===== src/hdl/led_pkg.sv =====
`default_nettype none

package led_pkg;

    // system clock, 8 ns period
    localparam longint clock_hz = 125_000_000;

    // strand and pixel sizes
    localparam int num_leds  = 16;
    localparam int led_idx_w = $clog2(num_leds) + 1;  // holds 0..num_leds
    localparam int color_w   = 8;
    localparam int pixel_w   = 3 * color_w;
    localparam int bit_w     = $clog2(pixel_w);        // bit index within a pixel

    // datasheet times converted to cycles, truncated
    localparam int t0h_cyc = int'(longint'(400) * clock_hz / 1_000_000_000);
    localparam int t0l_cyc = int'(longint'(850) * clock_hz / 1_000_000_000);
    localparam int t1h_cyc = int'(longint'(800) * clock_hz / 1_000_000_000);
    localparam int t1l_cyc = int'(longint'(450) * clock_hz / 1_000_000_000);
    localparam int res_cyc = int'(longint'(50_000) * clock_hz / 1_000_000_000);

    // the latch period is the longest count
    localparam int cyc_w = $clog2(res_cyc + 1);

    // host configuration map
    localparam logic [1:0] cfg_len_addr    = 2'd0;
    localparam logic [1:0] cfg_bright_addr = 2'd1;
    localparam logic [1:0] cfg_start_addr  = 2'd2;

    // serializer states
    localparam logic [1:0] st_idle  = 2'd0;
    localparam logic [1:0] st_send  = 2'd1;
    localparam logic [1:0] st_latch = 2'd2;

    // one pixel, seen as a shift word or as three channels
    // bytes[2] green, bytes[1] red, bytes[0] blue
    typedef union packed {
        logic [pixel_w-1:0]             raw;
        logic [2:0][color_w-1:0]        bytes;
    } pixel_word_u;

endpackage

`default_nettype wire


===== src/hdl/frame_fetch.sv =====
`timescale 1ns/10ps
`default_nettype none

module frame_fetch (
    input  logic                          clk_in,
    input  logic                          force_reset,
    input  logic [led_pkg::led_idx_w-1:0] strand_len,
    input  logic [7:0]                    brightness,
    input  logic                          refresh_start,
    input  logic                          busy,
    input  logic                          pixel_req,
    output logic                          rd_en,
    output logic [led_pkg::led_idx_w-2:0] rd_addr,
    input  led_pkg::pixel_word_u          rd_data,
    output led_pkg::pixel_word_u          pixel,
    output logic                          pixel_valid
);
    import led_pkg::*;

    logic [led_idx_w-1:0] idx;        // next led to read
    logic                 frame_on;
    logic                 busy_q;
    logic                 rd_pend;    // rd_data valid this cycle
    logic                 start_ok;
    logic                 fetch_ok;
    pixel_word_u          scaled;

    // channel * (brightness + 1) / 256
    function automatic logic [color_w-1:0] scale_chan(input logic [color_w-1:0] chan,
                                                      input logic [7:0] bright);
        logic [16:0] prod;
        prod = chan * ({1'b0, bright} + 9'd1);
        return prod[15:8];
    endfunction

    assign start_ok = refresh_start && !busy && !frame_on && (strand_len != '0);
    assign fetch_ok = pixel_req && frame_on && (idx < strand_len);

    assign rd_en   = start_ok || fetch_ok;
    assign rd_addr = start_ok ? '0 : idx[led_idx_w-2:0];

    always_comb begin
        for (int i = 0; i < 3; i++) begin
            scaled.bytes[i] = scale_chan(rd_data.bytes[i], brightness);
        end
    end

    always_ff @(posedge clk_in) begin
        if (force_reset) begin
            idx         <= '0;
            frame_on    <= 1'b0;
            busy_q      <= 1'b0;
            rd_pend     <= 1'b0;
            pixel_valid <= 1'b0;
        end else begin
            busy_q      <= busy;
            rd_pend     <= rd_en;
            pixel_valid <= rd_pend;
            if (start_ok) begin
                idx      <= led_idx_w'(1);  // led 0 read now
                frame_on <= 1'b1;
            end else if (fetch_ok) begin
                idx <= idx + 1'b1;
            end else if (busy_q && !busy) begin
                frame_on <= 1'b0;  // driver finished latch
            end
        end
    end

    always_ff @(posedge clk_in) begin
        if (rd_pend) begin
            pixel <= scaled;
        end
    end

endmodule

`default_nettype wire


===== src/hdl/led_driver.sv =====
`timescale 1ns/10ps
`default_nettype none

module led_driver (
    input  logic                 clk_in,
    input  logic                 force_reset,
    input  led_pkg::pixel_word_u pixel,
    input  logic                 pixel_valid,
    output logic                 pixel_req,
    output logic                 strand,
    output logic                 busy,
    output logic                 frame_done
);
    import led_pkg::*;

    logic [1:0]       state;
    pixel_word_u      shift_word;   // msb is the bit on the line
    pixel_word_u      next_word;    // one deep buffer
    logic             next_full;
    logic [bit_w-1:0] bit_cnt;
    logic [cyc_w-1:0] cyc_cnt;      // cycles into bit or latch

    logic             cur_bit;
    logic [cyc_w-1:0] high_last;
    logic [cyc_w-1:0] bit_last;
    logic             high_end;
    logic             bit_end;
    logic             word_end;
    logic             latch_end;

    assign cur_bit = shift_word.raw[pixel_w-1];

    // last cycle of the high part and of the whole bit
    assign high_last = cur_bit ? cyc_w'(t1h_cyc - 1) : cyc_w'(t0h_cyc - 1);
    assign bit_last  = cur_bit ? cyc_w'(t1h_cyc + t1l_cyc - 1)
                               : cyc_w'(t0h_cyc + t0l_cyc - 1);

    assign high_end  = (cyc_cnt == high_last);
    assign bit_end   = (cyc_cnt == bit_last);
    assign word_end  = bit_end && (bit_cnt == bit_w'(pixel_w - 1));
    assign latch_end = (cyc_cnt == cyc_w'(res_cyc - 1));

    assign busy = (state != st_idle);

    always_ff @(posedge clk_in) begin
        if (force_reset) begin
            state      <= st_idle;
            strand     <= 1'b0;
            pixel_req  <= 1'b0;
            frame_done <= 1'b0;
            next_full  <= 1'b0;
            bit_cnt    <= '0;
            cyc_cnt    <= '0;
        end else begin
            pixel_req  <= 1'b0;
            frame_done <= 1'b0;
            case (state)
                st_idle: begin
                    next_full <= 1'b0;
                    if (pixel_valid) begin
                        shift_word <= pixel;
                        strand     <= 1'b1;  // first bit starts next cycle
                        pixel_req  <= 1'b1;
                        bit_cnt    <= '0;
                        cyc_cnt    <= '0;
                        state      <= st_send;
                    end
                end

                st_send: begin
                    cyc_cnt <= cyc_cnt + 1'b1;

                    // fetch answers arrive while the word is on the line
                    if (pixel_valid) begin
                        next_word <= pixel;
                        next_full <= 1'b1;
                    end

                    if (high_end) begin
                        strand <= 1'b0;
                    end

                    if (word_end) begin
                        cyc_cnt <= '0;
                        bit_cnt <= '0;
                        if (next_full) begin
                            shift_word <= next_word;
                            next_full  <= 1'b0;
                            strand     <= 1'b1;
                            pixel_req  <= 1'b1;
                        end else begin
                            strand <= 1'b0;
                            state  <= st_latch;  // strand ran out
                        end
                    end else if (bit_end) begin
                        shift_word.raw <= {shift_word.raw[pixel_w-2:0], 1'b0};
                        bit_cnt        <= bit_cnt + 1'b1;
                        cyc_cnt        <= '0;
                        strand         <= 1'b1;
                    end
                end

                st_latch: begin
                    // line held low, leds take their new colours
                    cyc_cnt <= cyc_cnt + 1'b1;
                    if (latch_end) begin
                        cyc_cnt    <= '0;
                        frame_done <= 1'b1;
                        state      <= st_idle;  // busy drops with frame_done
                    end
                end

                default: begin
                    strand <= 1'b0;
                    state  <= st_idle;
                end
            endcase
        end
    end

endmodule

`default_nettype wire


===== src/hdl/led_regs.sv =====
`timescale 1ns/10ps
`default_nettype none

module led_regs (
    input  logic                          clk_in,
    input  logic                          force_reset,
    input  logic                          cfg_wr,
    input  logic [1:0]                    cfg_addr,
    input  logic [7:0]                    cfg_wdata,
    output logic [led_pkg::led_idx_w-1:0] strand_len,
    output logic [7:0]                    brightness,
    output logic                          refresh_start
);
    import led_pkg::*;

    logic                 len_wr;
    logic                 bright_wr;
    logic                 start_wr;
    logic [led_idx_w-1:0] len_clamped;

    // address decode
    assign len_wr    = cfg_wr && (cfg_addr == cfg_len_addr);
    assign bright_wr = cfg_wr && (cfg_addr == cfg_bright_addr);
    assign start_wr  = cfg_wr && (cfg_addr == cfg_start_addr);  // data ignored

    // lengths beyond the memory are cut to the memory depth
    always_comb begin
        if (cfg_wdata > 8'(num_leds)) begin
            len_clamped = led_idx_w'(num_leds);
        end else begin
            len_clamped = cfg_wdata[led_idx_w-1:0];
        end
    end

    always_ff @(posedge clk_in) begin
        if (force_reset) begin
            strand_len    <= '0;
            brightness    <= 8'hff;  // full scale
            refresh_start <= 1'b0;
        end else begin
            refresh_start <= start_wr;  // single cycle strobe
            if (len_wr) begin
                strand_len <= len_clamped;
            end
            if (bright_wr) begin
                brightness <= cfg_wdata;
            end
        end
    end

endmodule

`default_nettype wire


===== src/hdl/led_strand_top.sv =====
`timescale 1ns/10ps
`default_nettype none

module led_strand_top (
    input  logic                          clk_in,
    input  logic                          force_reset,
    input  logic                          pix_wr,
    input  logic [led_pkg::led_idx_w-2:0] pix_addr,
    input  led_pkg::pixel_word_u          pix_data,
    input  logic                          cfg_wr,
    input  logic [1:0]                    cfg_addr,
    input  logic [7:0]                    cfg_wdata,
    output logic                          strand,
    output logic                          busy,
    output logic                          frame_done
);
    import led_pkg::*;

    logic [led_idx_w-1:0] strand_len;
    logic [7:0]           brightness;
    logic                 refresh_start;
    logic                 rd_en;
    logic [led_idx_w-2:0] rd_addr;
    pixel_word_u          rd_data;
    pixel_word_u          pixel;
    logic                 pixel_valid;
    logic                 pixel_req;

    led_regs u_regs (
        .clk_in        (clk_in),
        .force_reset   (force_reset),
        .cfg_wr        (cfg_wr),
        .cfg_addr      (cfg_addr),
        .cfg_wdata     (cfg_wdata),
        .strand_len    (strand_len),
        .brightness    (brightness),
        .refresh_start (refresh_start)
    );

    pixel_ram u_ram (
        .clk_in   (clk_in),
        .pix_wr   (pix_wr),
        .pix_addr (pix_addr),
        .pix_data (pix_data),
        .rd_en    (rd_en),
        .rd_addr  (rd_addr),
        .rd_data  (rd_data)
    );

    frame_fetch u_fetch (
        .clk_in        (clk_in),
        .force_reset   (force_reset),
        .strand_len    (strand_len),
        .brightness    (brightness),
        .refresh_start (refresh_start),
        .busy          (busy),
        .pixel_req     (pixel_req),
        .rd_en         (rd_en),
        .rd_addr       (rd_addr),
        .rd_data       (rd_data),
        .pixel         (pixel),
        .pixel_valid   (pixel_valid)
    );

    led_driver u_driver (
        .clk_in      (clk_in),
        .force_reset (force_reset),
        .pixel       (pixel),
        .pixel_valid (pixel_valid),
        .pixel_req   (pixel_req),
        .strand      (strand),
        .busy        (busy),
        .frame_done  (frame_done)
    );

endmodule

`default_nettype wire


===== src/hdl/pixel_ram.sv =====
`timescale 1ns/10ps
`default_nettype none

module pixel_ram (
    input  logic                          clk_in,
    input  logic                          pix_wr,
    input  logic [led_pkg::led_idx_w-2:0] pix_addr,
    input  led_pkg::pixel_word_u          pix_data,
    input  logic                          rd_en,
    input  logic [led_pkg::led_idx_w-2:0] rd_addr,
    output led_pkg::pixel_word_u          rd_data
);
    import led_pkg::*;

    // one word per led, keeps its contents through reset
    pixel_word_u mem [num_leds];

    // host side
    always_ff @(posedge clk_in) begin
        if (pix_wr) begin
            mem[pix_addr] <= pix_data;
        end
    end

    // sequencer side, one cycle latency
    always_ff @(posedge clk_in) begin
        if (rd_en) begin
            rd_data <= mem[rd_addr];
        end
    end

endmodule

`default_nettype wire


===== config.mk =====
export PLATFORM = sky130hd
export DESIGN_NAME = led_strand_top
export DESIGN_NICKNAME = d
export VERILOG_FILES = /design/src/hdl/led_pkg.sv /design/src/hdl/frame_fetch.sv /design/src/hdl/led_driver.sv /design/src/hdl/led_regs.sv /design/src/hdl/led_strand_top.sv /design/src/hdl/pixel_ram.sv
export SDC_FILE = /design/constraint.sdc
export NUM_CORES = 1
export LEC_CHECK = 0
export BUFFER_PORTS_ARGS = -buffer_cell sky130_fd_sc_hd__buf_2
export CELL_PAD_IN_SITES_DETAIL_PLACEMENT = 0
export CELL_PAD_IN_SITES_GLOBAL_PLACEMENT = 1
export CORE_UTILIZATION = 51
export CTS_CLUSTER_SIZE = 24
export DETAILED_ROUTE_END_ITERATION = 16
export PLACE_DENSITY_LB_ADDON = 0.1
export SETUP_SLACK_MARGIN = 0.15
export SYNTH_ARGS = -nofsm -noshare
export SYNTH_HDL_FRONTEND = slang
export SYNTH_SLANG_ARGS = --single-unit

===== constraint.sdc =====
create_clock -name clk_in -period 11.1 [get_ports clk_in]
set_input_delay 2.22 -clock clk_in [delete_from_list [all_inputs] [get_ports clk_in]]
set_output_delay 2.22 -clock clk_in [all_outputs]
set_load 0.05 [all_outputs]

==> results of run 1 <==
stage by stage:
step	area, sq um	setup slack [ns]
final	29900	4.93
after global placement	28200	5.06
after floorplan	27200	5.91
after detailed placement	28200	4.93
after CTS	29900	4.90
after global routing	29900	4.56
worst paths after layout:
check	startpoint	end	slack, ns	cells past startpoint
max	u_regs.brightness[0]	u_fetch.pixel[15]	4.93	19
min	u_fetch.pixel[16]	u_driver.next_word[16]	0.45	0
min reg2reg	u_fetch.pixel[16]	u_driver.next_word[16]	0.45	0
max reg2reg	u_regs.brightness[0]	u_fetch.pixel[15]	4.93	19
layout make-up:
cell class / instances / area [sq um]
clock inverter: 34 / 264
inverter: 159 / 597
sequential: 527 / 15400
multi-input combinational: 1176 / 10900
tap: 688 / 861
timing repair buffer: 78 / 488
antenna: 1 / 2.50
fill: 4248 / 22700
clock buffer: 65 / 1410
cells by family (layout without fill, tap and decap cells):
family | Yosys count | count (layout) | share of synthesized area
muxes | 146 | 146 | 0.0781
other | 0 | 1 | 0
buffers and inverters | 252 | 336 | 0.0384
adders and majority gates | 229 | 229 | 0.139
xor gates and xnor gates | 49 | 49 | 0.0158
DFF | 527 | 527 | 0.565
and+or+nand+nor | 488 | 488 | 0.0968
AOI/OAI and AO/OA | 264 | 264 | 0.0671
placed cells by master (no fill, tap or decap), types with 5 or more instances in the layout:
cell,count
clkinv_2,7
ha_1,108
clkbuf_16,54
mux4_2,48
o221a_2,24
nor3_1,13
nand3_1,16
inv_1,158
nor2b_1,21
o21ai_0,15
a41oi_1,5
nor2_1,72
nand2b_1,9
edfxtp_1,480
a21o_1,15
and3_1,29
o221ai_1,25
nand3b_1,16
and2_1,146
o211ai_1,5
mux2_2,48
a21oi_1,118
xnor2_1,28
clkbuf_1,9
mux2i_1,50
xor2_1,18
fa_1,120
nor3_2,6
buf_2,44
a221oi_1,26
dfxtp_1,45
buf_4,33
a22oi_1,6
nor2_2,13
clkinv_1,19
nand2_1,111
a211oi_1,6
metal layers:
| layer | up-vias | part of all wire |
|---|---|---|
| met4 | 6 | 0.021 |
| met3 | 83 | 0.042 |
| met5 | - | 0.00071 |
| met2 | 281 | 0.49 |
| li1 | 7207 | - |
| met1 | 7779 | 0.45 |
worst max-delay path, stage by stage, from the launching register on:
cell      delay, ns
dfxtp_1        0.91
ha_1           0.31
nand3_1        0.18
nor2_1         0.18
xor2_1         0.17
buf_4          0.29
and2_1         0.20
fa_1           0.42
fa_1           0.50
fa_1           0.49
inv_1          0.05
fa_1           0.47
inv_1          0.04
ha_1           0.31
a21oi_1        0.23
o21ai_0        0.12
a21o_1         0.20
o21a_1         0.25
a2111o_1       0.38
and3_1         0.18
flip-flops by register name, summed over array words and instances, names as in the netlist, 2 cells and up:
signal and count:
u_ram.mem 384, u_driver.next_word 24, u_driver.shift_word 24, u_fetch.pixel 24
u_ram.rd_data 24, u_driver.cyc_cnt 13, u_regs.brightness 8, u_driver.bit_cnt 5
u_fetch.idx 5, u_regs.strand_len 5, u_driver.state 2
report_power, final:
group,switching (mW),internal (mW),leakage [nW]
Sequential,0.0146,2.26,4.72
Combinational,0.720,0.549,5.44
Clock,0.753,0.955,0.811
Total,1.49,3.77,11.0
==> impl_metrics.py, run 1 <==
metrics = {
    "drt": {
        "drt_pre_antenna_iters": 5,
        "route.detailed.drc": 0,
        "detail_route.iter0.violations": 963,
        "final_antenna_violating_net_count": 0,
        "via_per_inst": 5.63,
        "totalWireLength_um": 56600,
        "wl_per_cell_um": 20.7,
        "vias": 15400,
    },
    "clock_network": {
        "worst_setup_hold_path_clk_slew_ns": 0.06,
        "cts_post_setup_buffers_inserted": 0,
        "post_cts_hold_buffer_count": 0,
        "ctsResizeCount": 0,
        "worst_skew_pair.late_latency_ns": 0.63,
        "tritoncts_num_sinks": 527,
        "cts_made_buffers": 54,
        "tritoncts_clock_tree": "built",
        "ctsHtreeMaxLevel": 2,
        "cts.path.max_buffers": 3,
        "cts_root_buf": "clkbuf_16",
    },
    "grt": {
        "grt_use_met2": 0.361,
        "maximum_number_of_pins_on_one_net_before_global_route_repair": 111,
        "grtUsageTotal": 0.215,
        "via_count_of_the_first_global_routing_pass": 15700,
        "global_route.overflow_total": 0,
        "grt_antenna_before_repair": 4,
        "met1_usage": 0.293,
        "grt.busiest_layer": "met2",
        "grt_first_pass_wirelength_um": 89100,
        "grtUsageMet3": 0.0310,
    },
    "floorplan": {
        "area_of_the_die_sq_um": 54200,
        "initial_core_utilization": 0.517,
        "die_width_um": 233,
        "design.core.area_sq_um": 52600,
        "standard_cell_rows": 84,
        "die_height_um": 233,
        "io_pins": 45,
    },
    "sta": {
        "timing.final.hold_violations": 0,
        "timing_worst_slew_pin_value_ns": 1.08,
        "setup-violations-final": 0,
        "number_of_max_slew_violations_in_the_final_report": 0,
        "layout_min_cycle_time_ns": 6.17,
        "relSlewSlack": 0.279,
        "worst_hold_slack_ns": 0.446,
        "totalNegativeSetupSlack_ns": 0,
        "worst_clock_skew_ns": 0.0439,
        "unrepaired_setup_endpoints_after_global_routing": "no",
        "layout_worst_path_cycle_share": 0.556,
        "fmax_mhz": 162,
    },
    "power_and_ir_drop": {
        "design_power_total_mw": 5.25,
        "powerDensity_nw_per_um2": 176,
        "power.ir.vdd_worst_v": 0.000147,
        "static-leakage-power_nw": 11.0,
    },
    "placed_design": {
        "numPortBuffers": 44,
        "gpl.final_weighted_congestion": 0.817,
        "dpl.hpwl_um": 34700,
        "dp_cells": 2628,
    },
    "worst_setup_path": {
        "critical_path_arrival_ns": 6.52,
        "critPathRequiredTime_ns": 11.45,
        "timing.critical_path.fanout_max": 25,
        "crit_type": "reg2reg",
        "timing.critical_path.from_type": "register",
        "nature_of_the_critical_path_endpoint": "register",
    },
    "layout": {
        "area.growth.synth_to_final_pct": 9.96,
        "final_core_util": 0.569,
        "drive_gt1_frac": 0.154,
        "finish.net_count": 2267,
        "final-instance-count-excl-fill": 2728,
    },
    "synthesis": {
        "yosys_warnings": 0,
        "syn-mean-instance-area_sq_um": 13.9,
        "leading_cell_type_by_number_of_instances_after_synthesis": "edfxtp_1",
        "synth-edff-count": 480,
        "postSynthNetCount": 2226,
        "postSynth.asyncResetShare": 0,
        "synth.lib_cells_used.distinct": 69,
        "synth_top_area_cell": "edfxtp_1",
        "synth_sequential_area_ratio": 0.565,
        "ys_top_cells_by_count": "edfxtp_1, inv_1, and2_1",
        "synth-main-ff-cell": "edfxtp_1",
        "mappedNetlistArea_sq_um": 27200,
        "synth_top_cell_area_share": 0.531,
        "largest_cells_by_area_after_synthesis": "edfxtp_1, fa_1, ha_1",
        "netlist_instances": 1955,
        "yosys_register_bits": 527,
    },
    "job": {
        "cap_viol_max_count": 0,
    },
    "status": {
        "outcome": "completed",
    },
    "hold_path": {
        "class_of_the_most_critical_hold_timing_path": "reg2reg",
    },
}
(Power assumes the default switching activity.)
==> inputs of run 2 (changes only) <==
- ABC_AREA: not set -> 1
- clock period: 11.1 -> 5.7 ns (I/O delays scaled with it)
==> impl_metrics.py, run 2 <==
metrics = {
    "clock_network": {
        "tritoncts_clock_tree": "built",
        "worst_setup_hold_path_clk_slew_ns": 0.06,
        "cts_root_buf": "clkbuf_16",
        "cts.path.max_buffers": 3,
        "tritoncts_num_sinks": 527,
        "cts_post_setup_buffers_inserted": 0,
        "cts_made_buffers": 56,
        "worst_skew_pair.late_latency_ns": 0.65,
        "ctsHtreeMaxLevel": 2,
    },
    "power_and_ir_drop": {
        "static-leakage-power_nw": 13.4,
        "power.ir.vdd_worst_v": 0.000270,
        "powerDensity_nw_per_um2": 348,
    },
    "layout": {
        "largest_register_ff_count": 384,
        "area.growth.synth_to_final_pct": 9.80,
        "finish.net_count": 3149,
        "drive_gt1_frac": 0.0920,
        "regMostFlops": "u_ram.mem",
        "mostFrequentLayoutCells": "edfxtp_1, nand2_1, nand3_1",
        "layout.cells.most_common": "edfxtp_1",
    },
    "synthesis": {
        "postSynth.asyncResetShare": 0,
        "synth_top_cell_area_share": 0.498,
        "mappedNetlistArea_sq_um": 29000,
        "synth-main-ff-cell": "edfxtp_1",
        "netlist_instances": 2864,
        "largest_cells_by_area_after_synthesis": "edfxtp_1, fa_1, nand3_1",
        "synth_sequential_area_ratio": 0.530,
        "synth-edff-count": 480,
        "ys_top_cells_by_count": "edfxtp_1, nand2_1, nand3_1",
        "synth.lib_cells_used.distinct": 44,
        "yosys_register_bits": 527,
        "yosys_warnings": 0,
        "postSynthNetCount": 3135,
        "syn-mean-instance-area_sq_um": 10.1,
        "leading_cell_type_by_number_of_instances_after_synthesis": "edfxtp_1",
        "synth_top_area_cell": "edfxtp_1",
    },
    "floorplan": {
        "io_pins": 45,
        "initial_core_utilization": 0.521,
        "standard_cell_rows": 86,
        "area_of_the_die_sq_um": 57700,
        "die_height_um": 240,
        "die_width_um": 240,
        "design.core.area_sq_um": 55600,
    },
    "sta": {
        "layout_min_cycle_time_ns": 5.18,
        "setup-violations-final": 0,
        "totalNegativeSetupSlack_ns": 0,
        "unrepaired_setup_endpoints_after_global_routing": "yes",
        "timing_worst_slew_pin_value_ns": 1.16,
        "fmax_mhz": 193,
        "worst_clock_skew_ns": 0.0494,
        "relSlewSlack": 0.228,
        "number_of_max_slew_violations_in_the_final_report": 0,
        "timing.final.hold_violations": 0,
        "final.setup.worst_slack_ns": 0.519,
        "layout_worst_path_cycle_share": 0.909,
    },
    "placed_design": {
        "numPortBuffers": 44,
        "place_ws_ns": 0.495,
        "dpl.hpwl_um": 43100,
        "gpl.final_weighted_congestion": 0.862,
    },
    "drt": {
        "final_antenna_violating_net_count": 0,
        "detail_route.iter0.violations": 1422,
        "totalWireLength_um": 69200,
        "wl_per_cell_um": 18.8,
        "vias": 19900,
        "via_per_inst": 5.41,
        "route.detailed.drc": 0,
        "drt_pre_antenna_iters": 7,
    },
    "worst_setup_path": {
        "worst_r2r_startpoint": "u_regs.brightness[0]",
        "ff2ff_setup_slack_ns": 0.52,
        "timing.critical_path.fanout_max": 12,
        "crit_path_max_incr_delay_ns": 0.52,
        "regToRegEndpoint": "u_fetch.pixel[14]",
        "cp_cell_sequence": "ha_1 -> nand2_1 -> nor2_1 -> inv_1 -> o21ai_0 -> nand2_2 -> buf_4 -> nor2_1 -> fa_1 -> fa_1 -> fa_1 -> inv_1 -> fa_1 -> inv_1 -> ha_1 -> a21oi_1 -> o21ai_0 -> a211oi_1 -> nand2_1 -> nand2_1 -> nand2_1",
        "timing.critical_path.from_type": "register",
        "worst_path_max_delay_cell": "fa_1",
        "critPathRequiredTime_ns": 6.07,
        "worst_setup_path_startpoint": "u_regs.brightness[0]",
        "critPathTopFamily": "adder cells",
        "crit_buf_inv": 4,
        "timing.reg2reg.worst_path_depth": 21,
        "critical_path_arrival_ns": 5.55,
        "nature_of_the_critical_path_endpoint": "register",
        "crit_type": "reg2reg",
    },
    "status": {
        "outcome": "completed",
    },
    "grt": {
        "grtUsageTotal": 0.247,
        "global_route.overflow_total": 0,
        "grt_first_pass_wirelength_um": 109000,
        "maximum_number_of_pins_on_one_net_before_global_route_repair": 234,
        "via_count_of_the_first_global_routing_pass": 19900,
        "grt_antenna_before_repair": 5,
    },
    "hold_path": {
        "hold_start": "u_fetch.pixel[16]",
        "class_of_the_most_critical_hold_timing_path": "reg2reg",
        "min_delay_worst_endpoint": "u_driver.next_word[16]",
        "holdPathStages": 0,
    },
    "job": {
        "cap_viol_max_count": 0,
    },
}
## run 2: power by group
group / total [mW] / internal (mW) / switching (mW) / leakage (nW)
Sequential: 4.44 / 4.41 / 0.0270 / 4.72
Combinational: 2.98 / 1.09 / 1.89 / 7.83
Clock: 3.66 / 2.13 / 1.53 / 0.889
Total: 11.1 / 7.63 / 3.44 / 13.4
## run 2: per-layer routing
metal / wire (um) / track usage / share of wire
met1: 30300 / 0.322 / 0.44
met2: 33400 / 0.421 / 0.48
met3: 3460 / 0.0372 / 0.050
met4: 1900 / 0.0793 / 0.027
met5: 52 / 0 / 0.00075
## run 2: cell families after synthesis
| logic type | count (synthesis) | synth area share |
|---|---|---|
| fa+ha+maj | 229 | 0.130 |
| buf+inv | 547 | 0.0767 |
| compound gates | 161 | 0.0334 |
| flops | 527 | 0.530 |
| xor+xnor | 36 | 0.0109 |
| simple gates | 1364 | 0.219 |
## run 2: repair_timing
item,CTS,global route
resized for setup,0,4
hold endpoints to repair,0,0
hold buffers,0,0
endpoints found under the setup margin,0,6
## run 2: metrics by stage
stage | instance area (sq um) | util | std cells | hold slack (ns) | power [mW]
floorplan | 29000 | - | 2864 | 0.427 | 6.73
global placement | 29900 | 0.538 | 3568 | 0.431 | 7.46
detailed placement | 29900 | 0.538 | 3568 | 0.432 | 7.49
CTS | 31800 | 0.571 | 3671 | 0.447 | 11.2
global route | 31800 | 0.572 | 3671 | 0.451 | 11.7
finish | 31800 | 0.572 | 3672 | 0.446 | 11.1
## run 2: layout make-up
| type | count | area, sq um |
|---|---|---|
| multi-input cells | 1790 | 11500 |
| inverters | 426 | 1600 |
| clock buffers | 69 | 1450 |
| well taps | 748 | 936 |
| repair buffers | 77 | 518 |
| diodes | 1 | 2.50 |
| flip-flops and latches | 527 | 15400 |
| clock inverters | 34 | 402 |
| fillers | 4863 | 23800 |
## run 2: worst max-delay path by stage
stage                                   end  slack [ns]  depth (start not counted)
after floorplan           u_fetch.pixel[11]        0.99                         23
after global placement    u_fetch.pixel[14]        0.61                         22
after detailed placement  u_fetch.pixel[14]        0.49                         22
after CTS                 u_fetch.pixel[14]        0.45                         22
after global routing      u_fetch.pixel[22]        0.13                         21
final                     u_fetch.pixel[14]        0.52                         21
==> inputs of run 3 (changes only) <==
- PLACE_DENSITY: not set -> 0.8
- PLACE_DENSITY_LB_ADDON: 0.1 -> not set
==> impl_metrics.py, run 3 (synthesized netlist as in run 2, its figures left out) <==
metrics = {
    "status": {
        "outcome": "completed",
    },
    "power_and_ir_drop": {
        "internal_power_mw": 7.61,
        "net_switching_power_of_the_design_mw": 3.44,
        "power.ir.vdd_worst_v": 0.000357,
        "share_seq_of_total_power": 0.402,
        "power.share.combinational": 0.270,
        "clock_power_share": 0.328,
        "powerDensity_nw_per_um2": 347,
        "static-leakage-power_nw": 13.4,
        "sw_frac_of_total": 0.312,
    },
    "layout": {
        "finish.net_count": 3159,
        "final_core_util": 0.572,
        "drive_gt1_frac": 0.0952,
        "layout.cells.most_common": "edfxtp_1",
        "regMostFlops": "u_ram.mem",
        "mostFrequentLayoutCells": "edfxtp_1, nand2_1, nand3_1",
        "largest_register_ff_count": 384,
        "area.growth.synth_to_final_pct": 9.84,
    },
    "worst_setup_path": {
        "timing.critical_path.to": "u_fetch.pixel[7]",
        "regToRegEndpoint": "u_fetch.pixel[7]",
        "worst_r2r_startpoint": "u_regs.brightness[1]",
        "worst_setup_path_startpoint": "u_regs.brightness[1]",
        "crit_type": "reg2reg",
        "ff2ff_setup_slack_ns": 0.53,
        "timing.critical_path.fanout_max": 12,
        "nature_of_the_critical_path_endpoint": "register",
        "critical_path_arrival_ns": 5.55,
        "critPathRequiredTime_ns": 6.07,
        "timing.reg2reg.worst_path_depth": 23,
        "timing.critical_path.from_type": "register",
    },
    "clock_network": {
        "tritoncts_clock_tree": "built",
        "cts_made_buffers": 56,
        "cts_root_buf": "clkbuf_16",
        "worst_setup_hold_path_clk_slew_ns": 0.06,
        "ctsHtreeMaxLevel": 2,
        "cts.path.max_buffers": 3,
        "cts_post_setup_buffers_inserted": 0,
        "tritoncts_num_sinks": 527,
        "worst_skew_pair.late_latency_ns": 0.63,
    },
    "drt": {
        "totalWireLength_um": 69300,
        "final_antenna_violating_net_count": 0,
        "via_per_inst": 5.46,
        "drt_pre_antenna_iters": 5,
        "wl_per_cell_um": 18.8,
        "detail_route.iter0.violations": 1402,
        "vias": 20100,
        "route.detailed.drc": 0,
    },
    "grt": {
        "grt_first_pass_wirelength_um": 109000,
        "via_count_of_the_first_global_routing_pass": 20000,
        "grt_antenna_before_repair": 6,
        "maximum_number_of_pins_on_one_net_before_global_route_repair": 110,
        "global_route.overflow_total": 0,
        "grtUsageTotal": 0.246,
    },
    "sta": {
        "layout_min_cycle_time_ns": 5.17,
        "fmax_mhz": 193,
        "unrepaired_setup_endpoints_after_global_routing": "no",
        "relSlewSlack": 0.195,
        "timing.final.hold_violations": 0,
        "number_of_max_slew_violations_in_the_final_report": 0,
        "timing_worst_slew_pin_value_ns": 1.20,
        "layout_worst_path_cycle_share": 0.908,
        "setup-violations-final": 0,
        "worst_hold_slack_ns": 0.437,
        "totalNegativeSetupSlack_ns": 0,
        "worst_clock_skew_ns": 0.0300,
    },
    "floorplan": {
        "die_width_um": 240,
        "io_pins": 45,
        "standard_cell_rows": 86,
        "design.core.area_sq_um": 55600,
        "area_of_the_die_sq_um": 57700,
        "die_height_um": 240,
        "initial_core_utilization": 0.521,
    },
    "placed_design": {
        "dpl.hpwl_um": 43000,
        "gpl.final_weighted_congestion": 0.885,
        "numPortBuffers": 44,
    },
    "hold_path": {
        "class_of_the_most_critical_hold_timing_path": "reg2reg",
    },
    "job": {
        "cap_viol_max_count": 0,
    },
}
[run 3: cell types whose count changed in the layout (fill, tap and decap cells not counted), moves of 2 or more]
| cell | change |
|---|---|
| inv_2 | -3 |
| clkinv_4 | +2 |
| inv_1 | +2 |
| buf_12 | -4 |
| clkinv_2 | +3 |
| inv_6 | -2 |
| clkbuf_1 | -5 |
| buf_4 | +14 |
[run 3: worst min path at each step]
stage                       from                      to  slack [ns]  depth (start not counted)
3_5_place_dp   u_fetch.pixel[19]  u_driver.next_word[19]        0.43                          0
6_report       u_fetch.pixel[21]  u_driver.next_word[21]        0.44                          0
3_3_place_gp   u_fetch.pixel[12]  u_driver.next_word[12]        0.43                          0
2_1_floorplan   u_fetch.pixel[0]   u_driver.next_word[0]        0.43                          0
4_1_cts        u_fetch.pixel[19]  u_driver.next_word[19]        0.44                          0
5_1_grt         u_fetch.pixel[4]   u_driver.next_word[4]        0.46                          0
[run 3: per-layer routing]
metal	track usage	wire, um
met1	0.324	30200
met2	0.411	32800
met3	0.0443	4430
met4	0.0822	1890
met5	0	48
[run 3: final cells by class]
cell class	instances	area (sq um)
inverter	426	1600
tap	748	936
timing repair buffer	87	543
fill	4793	23800
clock buffer	65	1460
clock inverter	36	382
multi-input combinational	1790	11500
sequential	527	15400
antenna	2	5.00
[run 3: metrics by stage]
step                      total power [mW]  worst slack (ns)  std cells  instance area [sq um]
after detailed placement              7.50             0.547       3578                  30000
after global placement                7.46             0.576       3578                  30000
after floorplan                       6.73             0.988       2864                  29000
after global routing                  11.7             0.150       3681                  31800
after CTS                             11.1             0.512       3679                  31800
final                                 11.0             0.527       3681                  31800
[run 3: power by group through the flow]
stage / Combinational (mW) / Clock [mW] / Sequential [mW]
global placement: 2.94 / 0 / 4.52
detailed placement: 2.97 / 0 / 4.52
CTS: 2.99 / 3.68 / 4.44
global route: 3.44 / 3.82 / 4.45
finish: 2.98 / 3.62 / 4.44
floorplan: 2.21 / 0 / 4.52
[run 3: worst max-delay path, cell delays in order (launching register included)]
cell	delay, ns
dfxtp_1	0.36
ha_1	0.19
nand2_1	0.06
nor2_1	0.16
inv_1	0.09
nand2_1	0.06
inv_1	0.06
nor2_4	0.08
clkinv_1	0.38
buf_4	0.30
nor2_1	0.13
fa_1	0.47
fa_1	0.51
fa_1	0.49
inv_1	0.05
fa_1	0.47
inv_1	0.04
ha_1	0.33
a21oi_1	0.19
o21ai_0	0.14
a21oi_1	0.22
nand2_1	0.08
nand2_1	0.05
nand2_1	0.04
[run 3: timing repair]
| action | 4_1_cts | 5_1_grt |
|---|---|---|
| endpoints found under the setup margin | 0 | 6 |
| hold buffers | 0 | 0 |
| hold endpoints to repair | 0 | 0 |
| resized for setup | 0 | 1 |
